===== config.mk =====
export PLATFORM = sky130hd
export DESIGN_NAME = nts_engine_stats
export DESIGN_NICKNAME = d
export VERILOG_FILES = /design/src/nts_stats_pkg.sv /design/src/nts_api.sv /design/src/nts_debug_counters.sv /design/src/nts_engine_stats.sv
export SDC_FILE = /design/constraint.sdc
export NUM_CORES = 1
export LEC_CHECK = 0
export ABC_AREA = 1
export CAP_MARGIN = 0
export CELL_PAD_IN_SITES_DETAIL_PLACEMENT = 2
export CELL_PAD_IN_SITES_GLOBAL_PLACEMENT = 2
export CORE_MARGIN = 2
export CORE_UTILIZATION = 39
export DETAILED_ROUTE_END_ITERATION = 12
export DONT_BUFFER_PORTS = 1
export PLACE_DENSITY_LB_ADDON = 0.1
export REMOVE_ABC_BUFFERS = 1
export SETUP_SLACK_MARGIN = 0.15
export SLEW_MARGIN = 20
export SYNTH_ARGS = -nofsm -noshare
export SYNTH_HDL_FRONTEND = slang
export SYNTH_SLANG_ARGS = --single-unit
export TNS_END_PERCENT = 5

===== constraint.sdc =====
create_clock -name i_clk -period 25.1 [get_ports i_clk]
set_input_delay 3.765 -clock i_clk [delete_from_list [all_inputs] [get_ports i_clk]]
set_output_delay 3.765 -clock i_clk [all_outputs]
set_load 0.02 [all_outputs]

===== src/nts_stats_pkg.sv =====
// API block codes, register map, identity words, counter ids and event and request structs
`default_nettype none

package nts_stats_pkg;

  //--------------------------------------------------------------------
  // API address map
  //--------------------------------------------------------------------

  // Upper nibble of the 12-bit external address
  typedef enum logic [3:0] {
    BLK_ENGINE = 4'h0,
    BLK_CLOCK  = 4'h1,
    BLK_KEYMEM = 4'h2,
    BLK_COOKIE = 4'h3,
    BLK_DEBUG  = 4'h4
  } api_block_e;

  typedef logic [7:0]  api_addr_t;  // Register address inside a block
  typedef logic [31:0] api_data_t;

  // Engine identity block
  localparam api_addr_t ADDR_NAME0   = 8'h00;
  localparam api_addr_t ADDR_NAME1   = 8'h01;
  localparam api_addr_t ADDR_VERSION = 8'h02;
  localparam api_addr_t ADDR_CTRL    = 8'h08;

  localparam logic [31:0] CORE_NAME0 = 32'h4e_54_53_5f; // "NTS_"
  localparam logic [31:0] CORE_NAME1 = 32'h45_4e_47_4e; // "ENGN"

  //--------------------------------------------------------------------
  // Debug statistics counters
  //--------------------------------------------------------------------

  typedef enum logic [2:0] {
    STAT_NTS_PROCESSED  = 3'd0,
    STAT_NTS_BAD_COOKIE = 3'd1,
    STAT_NTS_BAD_AUTH   = 3'd2,
    STAT_NTS_BAD_KEYID  = 3'd3,
    STAT_ERROR_CRYPTO   = 3'd4,
    STAT_ERROR_TXBUF    = 3'd5
  } stat_id_e;

  localparam int STAT_COUNT = 6;

  // Upper word at base, lower word snapshot at base + 1
  localparam api_addr_t STAT_BASE_ADDR [STAT_COUNT] = '{
    8'h00, 8'h02, 8'h04, 8'h06, 8'h20, 8'h22
  };

  // Declared MSB first, so bit n is the strobe of stat_id_e value n
  typedef struct packed {
    logic error_txbuf;
    logic error_crypto;
    logic nts_bad_keyid;
    logic nts_bad_auth;
    logic nts_bad_cookie;
    logic nts_processed;
  } stat_events_t;

  // Internal request toward the API blocks
  typedef struct packed {
    logic      we;
    api_addr_t addr;
    api_data_t wdata;
  } api_req_t;

endpackage

`default_nettype wire


===== src/nts_api.sv =====
// API block decoder, engine identity registers and read data merge
`timescale 1ns/1ps
`default_nettype none

module nts_api #(
  parameter logic [31:0] CORE_VERSION = 32'h30_2e_30_31 // "0.01"
) (
  input  wire                        i_api_cs,
  input  wire                        i_api_we,
  input  wire  [11:0]                i_api_address,
  input  wire  nts_stats_pkg::api_data_t i_api_write_data,
  output nts_stats_pkg::api_data_t   o_api_read_data,

  output nts_stats_pkg::api_req_t    o_req,
  output logic                       o_debug_cs,
  input  wire  nts_stats_pkg::api_data_t i_debug_read_data
);

  import nts_stats_pkg::*;

  //--------------------------------------------------------------------
  // Address split
  //--------------------------------------------------------------------

  api_block_e block;
  api_req_t   req;
  api_data_t  engine_read_data;
  logic       api_read;

  assign block = api_block_e'(i_api_address[11:8]);

  always_comb
  begin
    req.we    = i_api_we;
    req.addr  = i_api_address[7:0];
    req.wdata = i_api_write_data;
  end

  assign o_req      = req;
  assign o_debug_cs = i_api_cs && (block == BLK_DEBUG);
  assign api_read   = i_api_cs && !i_api_we;

  //--------------------------------------------------------------------
  // Engine identity block
  //--------------------------------------------------------------------

  always_comb
  begin
    case (req.addr)
      ADDR_NAME0:   engine_read_data = CORE_NAME0;
      ADDR_NAME1:   engine_read_data = CORE_NAME1;
      ADDR_VERSION: engine_read_data = CORE_VERSION;
      ADDR_CTRL:    engine_read_data = 32'h0000_0001; // Engine always enabled
      default:      engine_read_data = '0;
    endcase
  end

  //--------------------------------------------------------------------
  // Read data merge
  //--------------------------------------------------------------------

  always_comb
  begin
    o_api_read_data = '0;
    if (api_read)
    begin
      case (block)
        BLK_ENGINE: o_api_read_data = engine_read_data;
        BLK_DEBUG:  o_api_read_data = i_debug_read_data;
        // Clock, key memory and cookie blocks not present
        BLK_CLOCK,
        BLK_KEYMEM,
        BLK_COOKIE: o_api_read_data = '0;
        default:    o_api_read_data = '0;
      endcase
    end
  end

  // Counter block must never see a select outside an API access
  always_comb
  begin
    a_debug_cs_in_access : assert #0 (i_api_cs || !o_debug_cs)
      else $error("debug select raised without API chip select");
  end

endmodule

`default_nettype wire


===== src/nts_debug_counters.sv =====
// Six 64-bit event counters with lower word snapshots and their read decoder
`timescale 1ns/1ps
`default_nettype none

module nts_debug_counters (
  input  wire                            i_clk,
  input  wire                            i_areset,
  input  wire  nts_stats_pkg::stat_events_t i_events,
  input  wire                            i_cs,
  input  wire  nts_stats_pkg::api_req_t  i_req,
  output nts_stats_pkg::api_data_t       o_read_data
);

  import nts_stats_pkg::*;

  //--------------------------------------------------------------------
  // Storage
  //--------------------------------------------------------------------

  logic [63:0]           counter  [STAT_COUNT];
  logic [31:0]           snapshot [STAT_COUNT];
  logic [STAT_COUNT-1:0] event_bits;
  logic [STAT_COUNT-1:0] snap_load;  // One hot, upper word read in progress
  logic                  rd;

  assign event_bits = i_events;        // Bit order follows stat_id_e
  assign rd         = i_cs && !i_req.we;

  //--------------------------------------------------------------------
  // Read decoder
  //--------------------------------------------------------------------

  always_comb
  begin
    o_read_data = '0;
    snap_load   = '0;
    if (rd)
    begin
      for (int i = 0; i < STAT_COUNT; i++)
      begin
        if (i_req.addr == STAT_BASE_ADDR[i])
        begin
          o_read_data  = counter[i][63:32];
          snap_load[i] = 1'b1;  // Freeze low half for the next read
        end
        else if (i_req.addr == api_addr_t'(STAT_BASE_ADDR[i] + 8'd1))
        begin
          o_read_data = snapshot[i];
        end
      end
    end
  end

  //--------------------------------------------------------------------
  // Counters and snapshots
  //--------------------------------------------------------------------

  for (genvar i = 0; i < STAT_COUNT; i++)
  begin : g_stat
    localparam stat_id_e ID = stat_id_e'(i);

    always_ff @(posedge i_clk or posedge i_areset)
    begin
      if (i_areset)
      begin
        counter[ID]  <= '0;
        snapshot[ID] <= '0;
      end
      else
      begin
        if (event_bits[ID])
          counter[ID] <= counter[ID] + 64'd1;
        // Takes the pre-increment value, matching the upper word just read
        if (snap_load[ID])
          snapshot[ID] <= counter[ID][31:0];
      end
    end

    // Counters only ever step by one, whatever the API does
    a_count_step : assert property (
      @(posedge i_clk) disable iff (i_areset)
      (counter[ID] != $past(counter[ID])) |-> (counter[ID] == $past(counter[ID]) + 64'd1)
    ) else $error("counter %0d changed by more than one", i);
  end

  // Base addresses in the package table must stay distinct
  a_snap_onehot : assert property (
    @(posedge i_clk) disable iff (i_areset)
    $onehot0(snap_load)
  ) else $error("more than one snapshot load in a cycle");

endmodule

`default_nettype wire


===== src/nts_engine_stats.sv =====
// Top level joining the API decoder and the debug statistics counters
`timescale 1ns/1ps
`default_nettype none

module nts_engine_stats #(
  parameter logic [31:0] CORE_VERSION = 32'h30_2e_30_31 // "0.01"
) (
  input  wire                               i_clk,
  input  wire                               i_areset,  // Async, active high

  input  wire                               i_api_cs,
  input  wire                               i_api_we,
  input  wire  [11:0]                       i_api_address,
  input  wire  [31:0]                       i_api_write_data,
  output logic [31:0]                       o_api_read_data,

  input  wire  nts_stats_pkg::stat_events_t i_events
);

  import nts_stats_pkg::*;

  api_req_t  req;
  logic      debug_cs;
  api_data_t debug_read_data;

  //--------------------------------------------------------------------
  // API decoder
  //--------------------------------------------------------------------

  nts_api #(
    .CORE_VERSION (CORE_VERSION)
  ) api (
    .i_api_cs          (i_api_cs),
    .i_api_we          (i_api_we),
    .i_api_address     (i_api_address),
    .i_api_write_data  (i_api_write_data),
    .o_api_read_data   (o_api_read_data),
    .o_req             (req),
    .o_debug_cs        (debug_cs),
    .i_debug_read_data (debug_read_data)
  );

  //--------------------------------------------------------------------
  // Statistics counters
  //--------------------------------------------------------------------

  nts_debug_counters debug (
    .i_clk       (i_clk),
    .i_areset    (i_areset),
    .i_events    (i_events),
    .i_cs        (debug_cs),
    .i_req       (req),
    .o_read_data (debug_read_data)
  );

endmodule

`default_nettype wire


==> results.cfg, run 1 <==
[placed_design]
gp_congestion = 0.867
io_buffers = 0
dp_hpwl_um = 86700

[critical_path]
r2r_end = debug.counter[313]
crit_top_cell = nand2_1
r2r_cells = 10
max_stage_delay_ps = 570
cp.arrival_ps = 7440
path_delay_family = simple AND/OR/NAND/NOR gates
crit_required_ps = 21330
path_cells = nor2_1, nand2_1, inv_2, nand2_1, buf_4, nand2_1, nand3_1, nand3_1, nand2_1, nand4_1, nand2_1, nand3_1, nand2_1, a21oi_1
crit_buf_inv = 2
worstReg2RegStart = debug.counter[276]
path_class = in2out
crit_path_start_kind = primary input
endpoint_kind = output pin
worst-path-max-fanout = 36
ff2ff_setup_slack_ps = 22290
critPathSlowestCell = inv_2

[final_layout]
postLayoutCoreUtil_pct = 43.9
final_nets = 3949
area_growth_pct = 11.4
final_cell_mix = nand2_1 (865), inv_1 (584), dfrtp_1 (576)
final_common_cell = nand2_1
drive_gt1_share_pct = 8.55
antenna_cells = 0

[clock_tree]
cts_tree = done
cts_buffers = 70
hold_buffers = 0
ctsResizeCount = 0
h-tree-depth = 3
cts.path.max_buffers = 3
root_buffer = clkbuf_16
cts_setup_buffers = 0
clkTransAtPathRegs_ps = 60
clock_sinks = 576
clock_latency_ps = 620

[floorplanning]
die-area_um2 = 81900
initial_core_util_pct = 39.4
rows = 103
num_io_pins = 86
die-height_um = 286
die-width_um = 286
core_um2 = 78900

[yosys]
yosys_warnings = 0
seq_area_frac_synth_pct = 46.4
netlist-cell-type-count = 47
ys.flop_type = dfrtp_1
syn_area_um2 = 31000
ys_ff_latch = 576
syn_inst = 3885
synth-edff-count = 0
synthesis.area_per_instance_um2 = 7.99
postSynth.asyncResetShare_pct = 100

[timing]
slew_violations = 0
worst_pin_slew_ps = 1040
setup_tns_ps = 0
maxSlewHeadroom_pct = 30.1
setup_violations = 0
fmax_mhz = 89.2
finClkSkew_ps = 20.3
fin_crit_ps = 11210
hold_violations = 0
grt_setup_unrepaired = false
timing.final.crit_share_pct = 44.7

[power]
peakVddDrop_v = 0.0000569
leakagePower_nw = 17.0
p_per_area_nw_per_um2 = 65.3

[hold_path]
worst_hold_path.endpoint = debug.snapshot[58]
hold_depth = 2
hp-class = reg2reg
hp-start = debug.snapshot[58]

[global_route]
grt.total_usage_pct = 28.1
grt_start_max_net_pins = 102
overflow = 0
grt_pass1_vias = 28615
grt_pass1_wl_um = 176000
antenna_found_initial = 1

[detailed_routing]
dr_total_vias = 26069
route.detailed.drc = 0
wl_per_cell_um = 22.7
dr.pass1.iters = 5
wirelength_um = 113000
post_drt_via_cell_ratio = 5.22
drtAntennaViolNets = 0
drtIter0Drc = 1319

[outcome]
outcome = completed

[flow_run]
maxCapViolCount = 0
==> sequential cells by signal (all words and copies together), names as in the netlist <==
name / count
debug.snapshot: 192
debug.counter: 384
==> power by group <==
part           internal (W)  leakage, nW  switching [W]
Sequential         0.000976         7.06      0.0000561
Clock              0.000629         1.16       0.000427
Combinational     0.0000497         8.79       0.000120
Total               0.00165         17.0       0.000603
==> cell usage after synthesis (36+ instances only) <==
library cell	number	share of area [%]
o21ai_0	217	3.5
nand3_1	231	3.7
inv_1	585	7.1
xor2_1	333	9.4
nor3_1	164	2.6
dfrtp_1	576	46
nand4_1	125	2.5
xnor2_1	36	1.0
nand2_1	868	10
nor4_1	60	1.2
nor2_1	259	3.1
a21oi_1	67	1.1
or2_2	46	0.93
clkbuf_1	74	0.89
==> through the flow <==
step	setup slack (ps)	std cells	area, µm²	total power (W)	hold WS (ps)
after floorplan	5220	3790	30700	0.00116	434
after global placement	13910	4867	32200	0.00121	458
after detailed placement	13900	4867	32200	0.00122	462
after CTS	13880	4993	34600	0.00229	486
after global routing	13740	4993	34600	0.00235	505
final	13890	4993	34600	0.00226	481
==> worst min-delay path: stages (launching register included) <==
cell and delay (ps):
dfrtp_1 330, nand2_1 50, o21ai_0 60
==> layer usage <==
metal / up-vias / part of all wire (%) / track usage [%]
met5: - / 0.0071 / 0
met4: 2 / 3.5 / 9.84
met3: 150 / 3.3 / 3.71
met2: 334 / 49 / 47.7
met1: 13285 / 44 / 36.8
li1: 12298 / - / -
==> cells by family (layout without fill, tap and decap cells) <==
logic type | after synthesis | after routing | share of synthesized area (%)
simple gates | 1863 | 1863 | 27.8
buf+inv | 717 | 775 | 8.75
flops | 576 | 576 | 46.4
xor+xnor | 370 | 370 | 10.5
compound gates | 323 | 323 | 5.26
mux | 30 | 30 | 1.09
fa+ha+maj | 6 | 6 | 0.242
==> worst max-delay path by stage <==
stage,from,to,depth (start not counted)
floorplan,i_areset,debug.counter[0],1
global placement,i_api_address[7],o_api_read_data[0],14
detailed placement,i_api_address[7],o_api_read_data[0],14
CTS,i_api_address[7],o_api_read_data[0],14
global route,i_api_address[7],o_api_read_data[0],14
finish,i_api_address[7],o_api_read_data[1],14
==> area by class of cell <==
type | count | area (µm²)
clock inverters | 23 | 260
multi-input cells | 2592 | 14000
fillers | 8995 | 44300
clock buffers | 103 | 2090
well taps | 1050 | 1310
inverters | 622 | 2340
repair buffers | 27 | 203
flip-flops and latches | 576 | 14400
Power figures use the tool's default switching activity.
==> run 2: changes to the inputs <==
CORE_UTILIZATION = 35   (was 39)
clock period = 9 ns   (was 25.1 ns; I/O delays follow)
==> run 2 against run 1 <==
- combinational power grew to 2.8 times the previous value
- routed wire length is 1.1% higher
- clock skew is 8.5 ps lower
- worst hold slack worse by 4.0 ps
- core utilization is 4.3 points lower
- clock-buffer cell count is 9 higher
- critical path type unchanged
- largest cell class unchanged
==> results.cfg, run 2 (synthesized netlist as in run 1, its figures left out) <==
[outcome]
outcome = completed

[global_route]
grt_pass1_wl_um = 177000
grt_pass1_vias = 28352
grt.total_usage_pct = 25.7
antenna_found_initial = 0
grt_start_max_net_pins = 144
overflow = 0

[timing]
hold_violations = 0
maxSlewHeadroom_pct = 29.3
fmax_mhz = 150
fin_crit_ps = 6690
timing.final.crit_share_pct = 74.3
slew_violations = 0
worst_pin_slew_ps = 1060
setup_violations = 0
finClkSkew_ps = 11.8
grt_setup_unrepaired = false
setup_tns_ps = 0

[placed_design]
io_buffers = 0
gp_congestion = 0.855
dp_hpwl_um = 88700

[power]
p_per_area_nw_per_um2 = 183
power.total_w = 0.00639
peakVddDrop_v = 0.000133
leakagePower_nw = 17.0

[final_layout]
final_common_cell = nand2_1
area_growth_pct = 12.2
drive_gt1_share_pct = 8.52
regMostFlops = debug.counter
final_cell_mix = nand2_1 (865), inv_1 (584), dfrtp_1 (576)
antenna_cells = 0
largest_reg_flops = 384
final_nets = 3951
top_regs = debug.counter: 384 flops, debug.snapshot: 192 flops

[clock_tree]
clkTransAtPathRegs_ps = 50
cts_tree = done
hold_buffers = 0
h-tree-depth = 3
clock_sinks = 576
clock_latency_ps = 630
root_buffer = clkbuf_16
cts_setup_buffers = 0
cts.path.max_buffers = 3
ctsResizeCount = 0
cts_buffers = 74

[detailed_routing]
route.detailed.drc = 0
wirelength_um = 114000
dr_total_vias = 25868
drtAntennaViolNets = 0
post_drt_via_cell_ratio = 5.06
wl_per_cell_um = 22.4
dr.pass1.iters = 5
drtIter0Drc = 1431

[critical_path]
critPathSlowestCell = nand3_1
max_stage_delay_ps = 930
r2r_cells = 7
crit_top_cell = nand2_1
path_delay_family = simple AND/OR/NAND/NOR gates
crit_path_start_kind = primary input
worst-path-max-fanout = 36
path_depth = 11
path_class = in2out
cp.arrival_ps = 5340
endpoint_kind = output pin
crit_buf_inv = 1
crit_required_ps = 7650
path_cells = nor2_1, nand2_1, inv_2, nand3_1, or2_2, nand2_1, nand4_1, nand2_1, nand3_1, nand2_1, a21oi_1

[floorplanning]
initial_core_util_pct = 35.2
num_io_pins = 86
rows = 109
die-width_um = 302
die-area_um2 = 91100
die-height_um = 302
core_um2 = 88100

[hold_path]
hp-class = reg2reg
hold_depth = 2

[flow_run]
maxCapViolCount = 0
## run 2: changes by cell type in the layout (fill, tap and decap cells not counted), moves of 3 or more
cell and delta:
buf_4 -5, clkbuf_8 +3, clkbuf_16 +4, buf_12 +3
## run 2: final timing paths
path                                    start  slack, ps                 end
min in group asynchronous            i_areset        700  debug.counter[139]
hold / removal             debug.snapshot[36]        480  debug.snapshot[36]
setup reg to reg            debug.counter[16]       6350   debug.counter[57]
setup / recovery             i_api_address[5]       2310  o_api_read_data[9]
hold reg to reg            debug.snapshot[36]        480  debug.snapshot[36]
max in group asynchronous            i_areset       6820   debug.counter[53]
## run 2: where the power goes
part | switching [W] | internal, W | leakage (nW)
sequential | 0.000158 | 0.00272 | 7.06
clock | 0.00122 | 0.00182 | 1.20
combinational | 0.000330 | 0.000139 | 8.78
total | 0.00171 | 0.00468 | 17.0
## run 2: tightest hold or removal path: stages (launching register included)
cell	delay [ps]
dfrtp_1	330
nand2_1	50
o21ai_0	60
## run 2: per-stage QoR
step	area [µm²]	instances	hold WS, ps	utilization [%]	setup slack, ps
2_1_floorplan	30700	3790	434	-	-8460
3_3_place_gp	32400	4980	458	36.8	2390
3_5_place_dp	32400	4980	466	36.8	2340
4_1_cts	34800	5109	480	39.5	2320
5_1_grt	34800	5109	495	39.5	2040
6_report	34800	5109	477	39.5	2310
## run 2: per-layer routing
layer  global-route usage (%)  vias to the layer above  part of all wire, %
met3                     3.51                      169                  3.3
met5                        0                        -                    0
met1                     34.0                    13088                   45
met2                     43.1                      298                   48
li1                         -                    12313                    -
met4                     8.72                        0                  3.7
## run 2: cell type report
class	instances	area, µm²
well taps	1165	1460
repair buffers	25	225
clock inverters	17	195
clock buffers	112	2240
fillers	10124	53300
inverters	622	2340
multi-input cells	2592	14000
flip-flops and latches	576	14400
